[config.mk]
export PLATFORM = sky130hd
export DESIGN_NAME = ooo_core
export DESIGN_NICKNAME = d
export VERILOG_FILES = /design/src/source/ooo_core_pkg.sv /design/src/source/ooo_core.sv /design/src/source/reorder_buffer.sv /design/src/source/alu_lane.sv /design/src/source/issue_buffer.sv
export VERILOG_INCLUDE_DIRS = /design/src /design/src/source
export SDC_FILE = /design/constraint.sdc
export NUM_CORES = 2
export LEC_CHECK = 0
export BUFFER_PORTS_ARGS = -buffer_cell sky130_fd_sc_hd__buf_2
export CORE_MARGIN = 2
export CORE_UTILIZATION = 64
export DETAILED_ROUTE_END_ITERATION = 16
export PLACE_DENSITY = 0.82
export SLEW_MARGIN = 20
export SYNTH_ARGS = -nofsm -noshare
export SYNTH_HDL_FRONTEND = slang
export SYNTH_SLANG_ARGS = --single-unit
[constraint.sdc]
create_clock -name clock -period 10.43 [get_ports clock]
set_clock_uncertainty 0.2 [all_clocks]
set_input_delay 1.043 -clock clock [delete_from_list [all_inputs] [get_ports clock]]
set_output_delay 1.043 -clock clock [all_outputs]
set_load 0.01 [all_outputs]
[src/source/ooo_core_config.svh]
// size constants shared by the core and its testbench
// ROB_DEPTH must be a power of two so that pointers wrap by themselves
// WAYS sets dispatch width, commit width and lane count together
// WAYS must not exceed ROB_DEPTH

`ifndef OOO_CORE_CONFIG_SVH
`define OOO_CORE_CONFIG_SVH

// ops per cycle in and out, also number of alu lanes
`define WAYS 2

// reorder buffer entries, issue buffer uses the same depth
`define ROB_DEPTH 8

// datapath width
`define XLEN 32

// architectural destination register number
`define REG_BITS 5

`endif
[src/source/ooo_core_pkg.sv]
// types for the out-of-order core slice
// operands arrive as values, there is no renaming
// sizes come from the config header

`include "ooo_core_config.svh"

package ooo_core_pkg;

	// opcodes, shifts are the only multi-cycle ops
	typedef enum logic [2:0] {
		OP_ADD     = 3'd0,
		OP_SUB     = 3'd1,
		OP_AND     = 3'd2,
		OP_OR      = 3'd3,
		OP_XOR     = 3'd4,
		OP_SLL     = 3'd5,
		OP_SRL     = 3'd6,
		OP_ILLEGAL = 3'd7
	} op_t;

	// sticky core status
	typedef enum logic [1:0] {
		NO_ERROR     = 2'd0,
		ILLEGAL_INST = 2'd1
	} error_t;

	typedef logic [$clog2(`ROB_DEPTH)-1:0] rob_idx_t;

	// one decoded op from outside
	typedef struct packed {
		logic                 valid;
		op_t                  op;
		logic [`XLEN-1:0]     src_a;
		logic [`XLEN-1:0]     src_b;
		logic [`REG_BITS-1:0] dest;
	} dispatch_t;

	// work item handed to a lane
	typedef struct packed {
		op_t                  op;
		logic [`XLEN-1:0]     src_a;
		logic [`XLEN-1:0]     src_b;
		logic [`REG_BITS-1:0] dest;
		rob_idx_t             rob_idx;
	} issue_t;

	// completion on the common data bus
	typedef struct packed {
		logic             valid;
		rob_idx_t         rob_idx;
		logic [`XLEN-1:0] result;
		logic             illegal;
	} cdb_t;

	// retired result, in program order
	typedef struct packed {
		logic                 valid;
		logic [`REG_BITS-1:0] dest;
		logic [`XLEN-1:0]     data;
	} commit_t;

endpackage

[src/source/ooo_core.sv]
// top of the core slice, structural only
// dispatch is a per-way valid strobe, honoured only while stall is low
// way 1 may be valid only together with way 0, way 0 is older
// commit is in program order, error_status is sticky until reset

`timescale 1ns/1ps

`include "ooo_core_config.svh"

module ooo_core import ooo_core_pkg::*; (
	input  logic                  clock,
	input  logic                  rst_n,
	input  dispatch_t [`WAYS-1:0] dispatch,
	output logic                  stall,
	output commit_t [`WAYS-1:0]   commit,
	output error_t                error_status
);

	// rob to issue buffer
	logic                 accept;
	rob_idx_t [`WAYS-1:0] alloc_idx;

	// issue buffer to lanes
	issue_t [`WAYS-1:0] issue;
	logic [`WAYS-1:0]   issue_valid;
	logic [`WAYS-1:0]   busy;

	// common data bus, one slot per lane
	cdb_t [`WAYS-1:0] cdb;

	issue_buffer issue_buffer_inst (
		.clock       (clock),
		.rst_n       (rst_n),
		.dispatch    (dispatch),
		.accept      (accept),
		.alloc_idx   (alloc_idx),
		.busy        (busy),
		.issue       (issue),
		.issue_valid (issue_valid)
	);

	// identical lanes, lane g drives bus slot g
	for (genvar g = 0; g < `WAYS; g++) begin : g_lane
		alu_lane alu_lane_inst (
			.clock       (clock),
			.rst_n       (rst_n),
			.issue       (issue[g]),
			.issue_valid (issue_valid[g]),
			.busy        (busy[g]),
			.cdb         (cdb[g])
		);
	end

	reorder_buffer reorder_buffer_inst (
		.clock        (clock),
		.rst_n        (rst_n),
		.dispatch     (dispatch),
		.cdb          (cdb),
		.alloc_idx    (alloc_idx),
		.accept       (accept),
		.stall        (stall),
		.commit       (commit),
		.error_status (error_status)
	);

endmodule

[src/source/reorder_buffer.sv]
// reorder buffer with in-order commit of up to WAYS entries per cycle
// commit is combinational from entry state, head moves on the next edge
// an illegal op at the head halts commit and dispatch until reset
// stall is high while fewer than WAYS entries are free

`timescale 1ns/1ps

`include "ooo_core_config.svh"

module reorder_buffer import ooo_core_pkg::*; (
	input  logic                  clock,
	input  logic                  rst_n,
	input  dispatch_t [`WAYS-1:0] dispatch,
	input  cdb_t [`WAYS-1:0]      cdb,
	output rob_idx_t [`WAYS-1:0]  alloc_idx,
	output logic                  accept,
	output logic                  stall,
	output commit_t [`WAYS-1:0]   commit,
	output error_t                error_status
);

	localparam int CNT_BITS = $clog2(`ROB_DEPTH) + 1;

	// per-entry payload
	logic [`REG_BITS-1:0] dest_q    [`ROB_DEPTH];
	logic [`XLEN-1:0]     data_q    [`ROB_DEPTH];
	logic                 illegal_q [`ROB_DEPTH];

	// per-entry control
	logic [`ROB_DEPTH-1:0] done_q;

	rob_idx_t            head_q;
	rob_idx_t            tail_q;
	logic [CNT_BITS-1:0] free_q;
	error_t              err_q;

	logic [CNT_BITS-1:0] in_use;
	logic [CNT_BITS-1:0] n_alloc;
	logic [CNT_BITS-1:0] n_retire;
	logic                hit_illegal;
	// true while every older slot in this cycle has retired
	logic                chain;
	rob_idx_t            rd_idx;

	// same rule as rob_is_full, plus the sticky halt
	assign stall        = (free_q < CNT_BITS'(`WAYS)) || (err_q != NO_ERROR);
	assign accept       = !stall;
	assign error_status = err_q;
	assign in_use       = CNT_BITS'(`ROB_DEPTH) - free_q;

	////////////////////////////////////////////////////////////////////////////
	// allocation
	////////////////////////////////////////////////////////////////////////////

	always_comb begin
		n_alloc = '0;
		for (int k = 0; k < `WAYS; k++) begin
			alloc_idx[k] = rob_idx_t'(tail_q + n_alloc);
			if (accept && dispatch[k].valid) begin
				n_alloc = n_alloc + 1'b1;
			end
		end
	end

	////////////////////////////////////////////////////////////////////////////
	// retirement
	////////////////////////////////////////////////////////////////////////////

	// contiguous done prefix from head, stops at the first illegal
	always_comb begin
		n_retire    = '0;
		hit_illegal = 1'b0;
		chain       = (err_q == NO_ERROR);
		commit      = '0;
		for (int k = 0; k < `WAYS; k++) begin
			rd_idx = rob_idx_t'(head_q + k);
			if (chain && (CNT_BITS'(k) < in_use) && done_q[rd_idx]) begin
				if (illegal_q[rd_idx]) begin
					// reported through status, never as a commit
					hit_illegal = 1'b1;
					chain       = 1'b0;
				end else begin
					commit[k].valid = 1'b1;
					commit[k].dest  = dest_q[rd_idx];
					commit[k].data  = data_q[rd_idx];
					n_retire        = n_retire + 1'b1;
				end
			end else begin
				chain = 1'b0;
			end
		end
	end

	////////////////////////////////////////////////////////////////////////////
	// state update
	////////////////////////////////////////////////////////////////////////////

	always_ff @(posedge clock or negedge rst_n) begin
		if (!rst_n) begin
			head_q <= '0;
			tail_q <= '0;
			free_q <= CNT_BITS'(`ROB_DEPTH);
			err_q  <= NO_ERROR;
			done_q <= '0;
		end else begin
			head_q <= rob_idx_t'(head_q + n_retire);
			tail_q <= rob_idx_t'(tail_q + n_alloc);
			free_q <= free_q - n_alloc + n_retire;
			if (hit_illegal) begin
				err_q <= ILLEGAL_INST;
			end
			// new entries start pending
			for (int k = 0; k < `WAYS; k++) begin
				if (accept && dispatch[k].valid) begin
					done_q[alloc_idx[k]] <= 1'b0;
				end
			end
			// completions never hit a slot allocated this cycle
			for (int k = 0; k < `WAYS; k++) begin
				if (cdb[k].valid) begin
					done_q[cdb[k].rob_idx] <= 1'b1;
				end
			end
		end
	end

	always_ff @(posedge clock) begin
		for (int k = 0; k < `WAYS; k++) begin
			if (accept && dispatch[k].valid) begin
				dest_q[alloc_idx[k]] <= dispatch[k].dest;
			end
		end
		for (int k = 0; k < `WAYS; k++) begin
			if (cdb[k].valid) begin
				data_q[cdb[k].rob_idx]    <= cdb[k].result;
				illegal_q[cdb[k].rob_idx] <= cdb[k].illegal;
			end
		end
	end

endmodule

[src/source/alu_lane.sv]
// one execution lane, one op in flight at a time
// logic and add/sub ops finish one cycle after issue
// shifts move one bit per cycle, amount is the low bits of src_b
// cdb valid is a single-cycle pulse, busy is low again in that cycle

`timescale 1ns/1ps

`include "ooo_core_config.svh"

module alu_lane import ooo_core_pkg::*; (
	input  logic   clock,
	input  logic   rst_n,
	input  issue_t issue,
	input  logic   issue_valid,
	output logic   busy,
	output cdb_t   cdb
);

	localparam int SH_BITS = $clog2(`XLEN);

	typedef enum logic {
		LANE_IDLE = 1'b0,
		LANE_EXEC = 1'b1
	} lane_state_t;

	lane_state_t state_q;

	// latched work item, acc_q doubles as the shift register
	op_t              op_q;
	logic [`XLEN-1:0] acc_q;
	logic [`XLEN-1:0] b_q;
	logic [SH_BITS-1:0] cnt_q;
	rob_idx_t         idx_q;

	logic             is_shift;
	logic             done_now;
	logic [`XLEN-1:0] result;

	// bus output registers
	logic             cdb_valid_q;
	logic [`XLEN-1:0] cdb_result_q;
	rob_idx_t         cdb_idx_q;
	logic             cdb_illegal_q;

	assign is_shift = (op_q == OP_SLL) || (op_q == OP_SRL);
	// finish unless a shift still has bits left
	assign done_now = (state_q == LANE_EXEC) && !(is_shift && (cnt_q != '0));
	assign busy     = (state_q == LANE_EXEC);

	always_comb begin
		case (op_q)
			OP_ADD:  result = acc_q + b_q;
			OP_SUB:  result = acc_q - b_q;
			OP_AND:  result = acc_q & b_q;
			OP_OR:   result = acc_q | b_q;
			OP_XOR:  result = acc_q ^ b_q;
			// shifted value already in acc, illegal just passes a
			default: result = acc_q;
		endcase
	end

	// control
	always_ff @(posedge clock or negedge rst_n) begin
		if (!rst_n) begin
			state_q     <= LANE_IDLE;
			cdb_valid_q <= 1'b0;
		end else begin
			cdb_valid_q <= done_now;
			if ((state_q == LANE_IDLE) && issue_valid) begin
				state_q <= LANE_EXEC;
			end else if (done_now) begin
				state_q <= LANE_IDLE;
			end
		end
	end

	// datapath
	always_ff @(posedge clock) begin
		if (state_q == LANE_IDLE) begin
			if (issue_valid) begin
				op_q  <= issue.op;
				acc_q <= issue.src_a;
				b_q   <= issue.src_b;
				cnt_q <= issue.src_b[SH_BITS-1:0];
				idx_q <= issue.rob_idx;
			end
		end else if (is_shift && (cnt_q != '0)) begin
			// one bit per cycle
			acc_q <= (op_q == OP_SLL) ? (acc_q << 1) : (acc_q >> 1);
			cnt_q <= cnt_q - 1'b1;
		end
		if (done_now) begin
			cdb_result_q  <= result;
			cdb_idx_q     <= idx_q;
			cdb_illegal_q <= (op_q == OP_ILLEGAL);
		end
	end

	assign cdb = '{
		valid:   cdb_valid_q,
		rob_idx: cdb_idx_q,
		result:  cdb_result_q,
		illegal: cdb_illegal_q
	};

endmodule

[src/source/issue_buffer.sv]
// in-order holding queue between dispatch and the alu lanes
// depth equals the reorder buffer, so dispatch stall keeps it from overflow
// valid ways must be contiguous from way 0
// issue outputs are combinational from buffer state and lane busy

`timescale 1ns/1ps

`include "ooo_core_config.svh"

module issue_buffer import ooo_core_pkg::*; (
	input  logic                  clock,
	input  logic                  rst_n,
	input  dispatch_t [`WAYS-1:0] dispatch,
	input  logic                  accept,
	input  rob_idx_t [`WAYS-1:0]  alloc_idx,
	input  logic [`WAYS-1:0]      busy,
	output issue_t [`WAYS-1:0]    issue,
	output logic [`WAYS-1:0]      issue_valid
);

	localparam int CNT_BITS = $clog2(`ROB_DEPTH) + 1;

	// entry storage
	issue_t entry_q [`ROB_DEPTH];

	rob_idx_t            head_q;
	rob_idx_t            tail_q;
	logic [CNT_BITS-1:0] count_q;

	// per-cycle bookkeeping
	logic [CNT_BITS-1:0]  n_acc;
	logic [CNT_BITS-1:0]  n_issue;
	rob_idx_t [`WAYS-1:0] wr_slot;
	logic [`WAYS-1:0]     wr_en;

	////////////////////////////////////////////////////////////////////////////
	// write side
	////////////////////////////////////////////////////////////////////////////

	// accepted ways land at tail in program order
	always_comb begin
		n_acc = '0;
		for (int k = 0; k < `WAYS; k++) begin
			wr_slot[k] = rob_idx_t'(tail_q + n_acc);
			wr_en[k]   = accept && dispatch[k].valid;
			if (wr_en[k]) begin
				n_acc = n_acc + 1'b1;
			end
		end
	end

	// payload only, rob index comes straight from the rob tail
	always_ff @(posedge clock) begin
		for (int k = 0; k < `WAYS; k++) begin
			if (wr_en[k]) begin
				entry_q[wr_slot[k]] <= '{
					op:      dispatch[k].op,
					src_a:   dispatch[k].src_a,
					src_b:   dispatch[k].src_b,
					dest:    dispatch[k].dest,
					rob_idx: alloc_idx[k]
				};
			end
		end
	end

	////////////////////////////////////////////////////////////////////////////
	// issue side
	////////////////////////////////////////////////////////////////////////////

	// oldest waiting entries go to idle lanes, lane 0 first
	always_comb begin
		n_issue     = '0;
		issue_valid = '0;
		for (int l = 0; l < `WAYS; l++) begin
			issue[l] = entry_q[rob_idx_t'(head_q + n_issue)];
			if (!busy[l] && (n_issue < count_q)) begin
				issue_valid[l] = 1'b1;
				n_issue        = n_issue + 1'b1;
			end
		end
	end

	// pointers and occupancy
	always_ff @(posedge clock or negedge rst_n) begin
		if (!rst_n) begin
			head_q  <= '0;
			tail_q  <= '0;
			count_q <= '0;
		end else begin
			head_q  <= rob_idx_t'(head_q + n_issue);
			tail_q  <= rob_idx_t'(tail_q + n_acc);
			count_q <= count_q + n_acc - n_issue;
		end
	end

endmodule

# Word-level counts from Yosys, hierarchy flattened
# Memory sizes are Yosys's and may differ from the RTL's.
# Cells that the tools add are included.
# classes
n_eq_ne	16
muxes	64
addsub	22
bitwise	14
reduce_logical	39
magnitude_cmp	15
# ops
operator	n
32-bit case mux with 5 select lines	2
32-bit 2-to-1 mux	8
38-bit 2-to-1 mux	4
32-bit adder	2
32-bit bitwise AND	2
32-bit OR	2
32-bit subtractor	2
32-bit XOR	2
8-bit 2-to-1 mux	4
5-bit 2-to-1 mux	6
1-bit 2-to-1 mux	29
3-bit == test, second input constant	8
3-bit by 4-bit < comparator with 1-bit output, second input constant	6
1-bit logical AND	18
8-bit bitwise AND	2
8-bit NOT	2
8-bit OR	2
3-bit adder	5
1-bit demux with 3-bit select	4
3-bit by 2-bit == test with 1-bit output, second input constant	4
3-bit by 1-bit >= comparator with 1-bit output, second input constant	4
1-bit by 4-bit < comparator with 1-bit output, first input constant	3
4-bit 2-to-1 mux	3
5-bit nonzero test	2
other kinds (21)	44
# totals
ram_bits	904
mem_count	4
output_inout_bits	79
ff_bits	255
# memory_table
name	depth	width	rd	rd_clocked_by_memory_dff	write_ports	line	source
issue_buffer_inst.entry_q	8	75	2	0	2	issue_buffer.sv:24	issue_t entry_q [`ROB_DEPTH];
reorder_buffer_inst.data_q	8	32	2	0	2	reorder_buffer.sv:26	logic [`XLEN-1:0] data_q [`ROB_DEPTH];
reorder_buffer_inst.dest_q	8	5	2	0	2	reorder_buffer.sv:25	logic [`REG_BITS-1:0] dest_q [`ROB_DEPTH];
reorder_buffer_inst.illegal_q	8	1	2	0	2	reorder_buffer.sv:27	logic illegal_q [`ROB_DEPTH];

# Logic depth before layout (Yosys ltp)
# depth
word_depth	17
depth_mapped	18

# Modules after synthesis
# Synthesis repeated with hierarchy kept, for this count alone.
# hier_totals
hier_cells	5527
area_unflattened_um2	73092.6
# modules_own_cells
module	instances	cells_each	area_each_um2
issue_buffer	1	2407	36271.0
reorder_buffer	1	1168	19232.2
alu_lane at g_lane[0].alu_lane_inst	1	1005	8862.2
alu_lane at g_lane[1].alu_lane_inst	1	947	8727.1

# Least setup slack after synthesis
# No wires, ideal clock.
# synth_path
path_type	input port to flip-flop
from	input dispatch[72] (netlist bit)
to	memory issue_buffer_inst.entry_q[0][0] (netlist bit) (enable)
slack_ns	2.924
setup_ns	0.602
required_time_ns	9.628
cell_stages	4
n_path_buf	1
t_arrival_ns	6.704
cell_sequence	and2_1 -> clkbuf_1 -> nand2_1 -> o31ai_1
# synth_lines
element	line	source
from (decl)	ooo_core.sv:13	input dispatch_t [`WAYS-1:0] dispatch,
to (decl)	issue_buffer.sv:24	

==> impl_summary.log <==
INFO  metric cts.sinks = 1119
INFO  metric postLayoutSetupSlackWorst = 3760 ps
INFO  metric synthesis.instances = approximately 4900
INFO  metric tightestPinTransition = about 1100 ps
INFO  metric setup-tns-final = 0 ps
INFO  metric status = completed
INFO  metric cp_max_fo = 65
INFO  metric place_hpwl = about 120000 um
INFO  metric netlist_top_cells_area = sky130_fd_sc_hd__edfxtp_1, sky130_fd_sc_hd__mux2_2, sky130_fd_sc_hd__mux4_2, sky130_fd_sc_hd__ha_1, sky130_fd_sc_hd__nand2_1
INFO  metric initial_core_util = 0.647
INFO  metric clk_transition_reported_paths = 60 ps
INFO  metric synthArstFlopShare = 0.0295
INFO  metric core_area = around 110000 um^2
INFO  metric nets = 5422
INFO  metric switching_power = 10200 uW
INFO  metric cts-root-to-sink-buffers = 3
INFO  metric grt_first_pass_wirelength = 288000 um
INFO  metric worst_supply_voltage_drop_on_vdd = 327 uV
INFO  metric post-place-ws = 4440 ps
INFO  metric share_seq_of_total_power = 0.322
INFO  metric worstRegToRegCells = 16
INFO  metric port-buffer-count = 225
INFO  metric p_int = 14000 uW
INFO  metric maximum_number_of_pins_on_one_net_before_global_route_repair = 100
INFO  metric synth.distinct_cells = 70
INFO  metric postCtsHoldBufs = 0
INFO  metric route.antenna.remaining_nets = 0
INFO  metric totalWireLength = 194000 um
INFO  metric syn_to_final_growth = 9.31%
INFO  metric cts.repair_timing.setup_buffer_count = 0
INFO  metric setup_viol = 0
INFO  metric first_global_vias = 45459
INFO  metric antenna_violations_before_repair = 35
INFO  metric synth_largest_type_area_fraction = 0.478
INFO  metric synth_edf_count = 1086
INFO  metric relSlewSlack = 0.244
INFO  metric power.density_cell_area = 324 nW/um^2
INFO  metric grt_use_met3 = 0.0832
INFO  metric core.rowCount = between 100 and 150
INFO  metric worstReg2RegEnd = g_lane[1].alu_lane_inst.cdb_result_q[28]
INFO  metric final_hold_viol_count = 0
INFO  metric register_bit_total_from_synthesis = 1119
INFO  metric cell_depth_of_the_worst_min_delay_path = 0
INFO  metric most_used_dff_post_synth = sky130_fd_sc_hd__edfxtp_1
INFO  metric die_w = around 330 um
INFO  metric synthMostInstantiatedCell = sky130_fd_sc_hd__edfxtp_1
INFO  metric grt_remaining_overflow = 0
INFO  metric mappedNetlistArea = 68300 um^2
INFO  metric layout_worst_path_cycle_share = 0.639
INFO  metric firstDrtPassIters = 7
INFO  metric layout_utilization = 0.707
INFO  metric global_route.peak_usage_layer = met2
INFO  metric clock_power_share = 0.165
INFO  metric globalplace.congestion = 1.00
INFO  metric track_usage = 0.356
INFO  metric whs_endpoint = g_lane[0].alu_lane_inst.cdb_idx_q[2]
INFO  metric power.static_leakage = approximately 0.026 uW
INFO  metric clk-insertion-delay-late = 720 ps
INFO  metric hold_path_startpoint = g_lane[0].alu_lane_inst.idx_q[2]
INFO  metric hold_slack = approximately 220 ps
INFO  metric cell_chosen_for_the_clock_root = sky130_fd_sc_hd__clkbuf_16
INFO  metric ys_seq_area_frac = 0.490
INFO  metric period_needed = around 6700 ps
INFO  metric routedWlPerCell = about 30 um
INFO  metric layout.filler_cells = approximately 6900
INFO  metric synthDominantAreaCellType = sky130_fd_sc_hd__edfxtp_1
INFO  metric r2r_start = g_lane[1].alu_lane_inst.op_q[2]
INFO  metric yosys-top-cells-count = sky130_fd_sc_hd__edfxtp_1, sky130_fd_sc_hd__mux2_2, sky130_fd_sc_hd__mux4_2
INFO  metric tritoncts = yes
INFO  metric crit_arrival = 5430 ps
INFO  metric boundaryPins = roughly 230
INFO  metric synth_warnings = 0
INFO  metric synth.avg_cell_area = 13.8 um^2
INFO  metric worst_setup_path_start_kind = register
INFO  metric die_h = approximately 330 um
INFO  metric critPathKind = reg2out
INFO  metric via_per_inst = 6.97
INFO  metric drive_above_1_share = 0.370
INFO  metric final-max-slew-violation-count = 0
INFO  metric cts-buffers-inserted = 113
INFO  metric sw_frac_of_total = 0.421
INFO  metric post_synthesis_net_count = 5325
INFO  metric global_route.usage.met1 = 0.474
INFO  metric drt_drc_violations_left = 0
INFO  metric end_kind = output pin
INFO  metric power_frac_comb = 0.514
INFO  metric hold_path.class = reg2reg
INFO  metric die_area = 109000 um^2
INFO  metric initialDrtViolationCount = 5509
INFO  metric cp_data_required_time = 9190 ps
INFO  metric flop_to_flop_setup_slack = 4960 ps
INFO  metric via_count = 45621
INFO  metric met2_usage = 0.562
INFO  metric cts_htree_levels = 3
INFO  metric post_cts_resize_count = 0
INFO  metric fin_total_pwr = 24200 uW
INFO  metric grt_setup_unrepaired = no
INFO  metric max_freq = 0.150 GHz
INFO  metric number_of_max_capacitance_violations_reported = 0
[critical path, stage by stage (launching register included)]
cell and delay, ps:
sky130_fd_sc_hd__dfrtp_4 580, sky130_fd_sc_hd__buf_4 790, sky130_fd_sc_hd__ha_4 680, sky130_fd_sc_hd__mux4_2 580
sky130_fd_sc_hd__or2_2 280, sky130_fd_sc_hd__o221ai_1 130, sky130_fd_sc_hd__nor2_1 100, sky130_fd_sc_hd__nand2_1 850
sky130_fd_sc_hd__buf_4 430, sky130_fd_sc_hd__a21oi_1 90, sky130_fd_sc_hd__buf_2 160
[metal layers]
layer / up-vias / wire, um
met5: - / 288
met4: 44 / 9180
met3: 526 / 21700
met2: 2863 / 91300
met1: 22735 / 71400
li1: 19453 / -
[power groups by stage]
stage               logic, uW  clock network [uW]  registers (uW)
floorplan                8830                   0            7180
global placement        11900                   0            7750
detailed placement      12100                   0            7810
CTS                     12200                4000            7730
global route            13300                4160            7860
finish                  12400                3990            7780
[worst max path at each step]
stage | startpoint | end | cells after the start
floorplan | dispatch[72] | issue_buffer_inst.entry_q[0][0] | 4
global placement | reorder_buffer_inst.head_q[1] | commit[55] | 10
detailed placement | reorder_buffer_inst.head_q[1] | commit[58] | 10
CTS | reorder_buffer_inst.head_q[1] | commit[58] | 10
global route | reorder_buffer_inst.head_q[1] | commit[58] | 10
finish | reorder_buffer_inst.head_q[1] | commit[58] | 10
[placed cells by master, fill, tap and decap left out, types with 12 or more instances in the layout]
| master | n |
|---|---|
| sky130_fd_sc_hd__dfrtp_1 | 25 |
| sky130_fd_sc_hd__mux4_2 | 436 |
| sky130_fd_sc_hd__o21ai_0 | 190 |
| sky130_fd_sc_hd__o21bai_1 | 17 |
| sky130_fd_sc_hd__mux2i_1 | 83 |
| sky130_fd_sc_hd__o31ai_1 | 14 |
| sky130_fd_sc_hd__edfxtp_1 | 1086 |
| sky130_fd_sc_hd__nor3_1 | 16 |
| sky130_fd_sc_hd__nor2_1 | 243 |
| sky130_fd_sc_hd__inv_1 | 196 |
| sky130_fd_sc_hd__a211oi_1 | 42 |
| sky130_fd_sc_hd__a21o_1 | 33 |
| sky130_fd_sc_hd__nand3_1 | 27 |
| sky130_fd_sc_hd__ha_1 | 219 |
| sky130_fd_sc_hd__nand2_1 | 366 |
| sky130_fd_sc_hd__a21oi_1 | 226 |
| sky130_fd_sc_hd__diode_2 | 13 |
| sky130_fd_sc_hd__clkinv_2 | 19 |
| sky130_fd_sc_hd__xor2_1 | 24 |
| sky130_fd_sc_hd__clkbuf_16 | 117 |
| sky130_fd_sc_hd__nand4_1 | 15 |
| sky130_fd_sc_hd__clkinv_1 | 31 |
| sky130_fd_sc_hd__xnor2_1 | 116 |
| sky130_fd_sc_hd__and3_1 | 12 |
| sky130_fd_sc_hd__buf_4 | 86 |
| sky130_fd_sc_hd__a31oi_1 | 44 |
| sky130_fd_sc_hd__o22ai_1 | 28 |
| sky130_fd_sc_hd__o21a_1 | 32 |
| sky130_fd_sc_hd__a22o_1 | 15 |
| sky130_fd_sc_hd__clkbuf_1 | 26 |
| sky130_fd_sc_hd__buf_2 | 225 |
| sky130_fd_sc_hd__mux2_2 | 928 |
[metrics by stage]
step | area, um^2 | std cells
4_1_cts | 74600 | 6530
6_report | 74600 | 6543
5_1_grt | 74600 | 6539
3_5_place_dp | 71000 | 6318
2_1_floorplan | 68300 | 4945
3_3_place_gp | 71000 | 6318
[layout make-up]
class                   instances  area [um^2]  area share
multi-input cells            3297        33300       0.446
diodes                         13         32.5    0.000436
well taps                    1391         1740      0.0233
repair buffers                312         1790      0.0240
flip-flops and latches       1119        33500       0.448
inverters                     199          747      0.0100
clock buffers                 143         3030      0.0405
clock inverters                69          568     0.00761
[logic make-up after synthesis]
group           synth area share
simple gates              0.0467
other cells            0.0000549
compound gates            0.0631
fa+ha+maj                 0.0436
buf+inv                   0.0292
mux                        0.309
flops                      0.490
xor+xnor                  0.0186
[state kept, by name, summed over array words and instances, names as in the netlist, 4 cells and up]
register	count
issue_buffer_inst.entry_q	560
reorder_buffer_inst.data_q	256
g_lane.alu_lane_inst.acc_q	64
g_lane.alu_lane_inst.b_q	64
g_lane.alu_lane_inst.cdb_result_q	64
reorder_buffer_inst.dest_q	40
g_lane.alu_lane_inst.cnt_q	10
reorder_buffer_inst.done_q	8
reorder_buffer_inst.illegal_q	8
g_lane.alu_lane_inst.cdb_idx_q	6
g_lane.alu_lane_inst.idx_q	6
g_lane.alu_lane_inst.op_q	6
issue_buffer_inst.count_q	4
reorder_buffer_inst.free_q	4
Note: power is estimated with default switching activity, not from simulation.
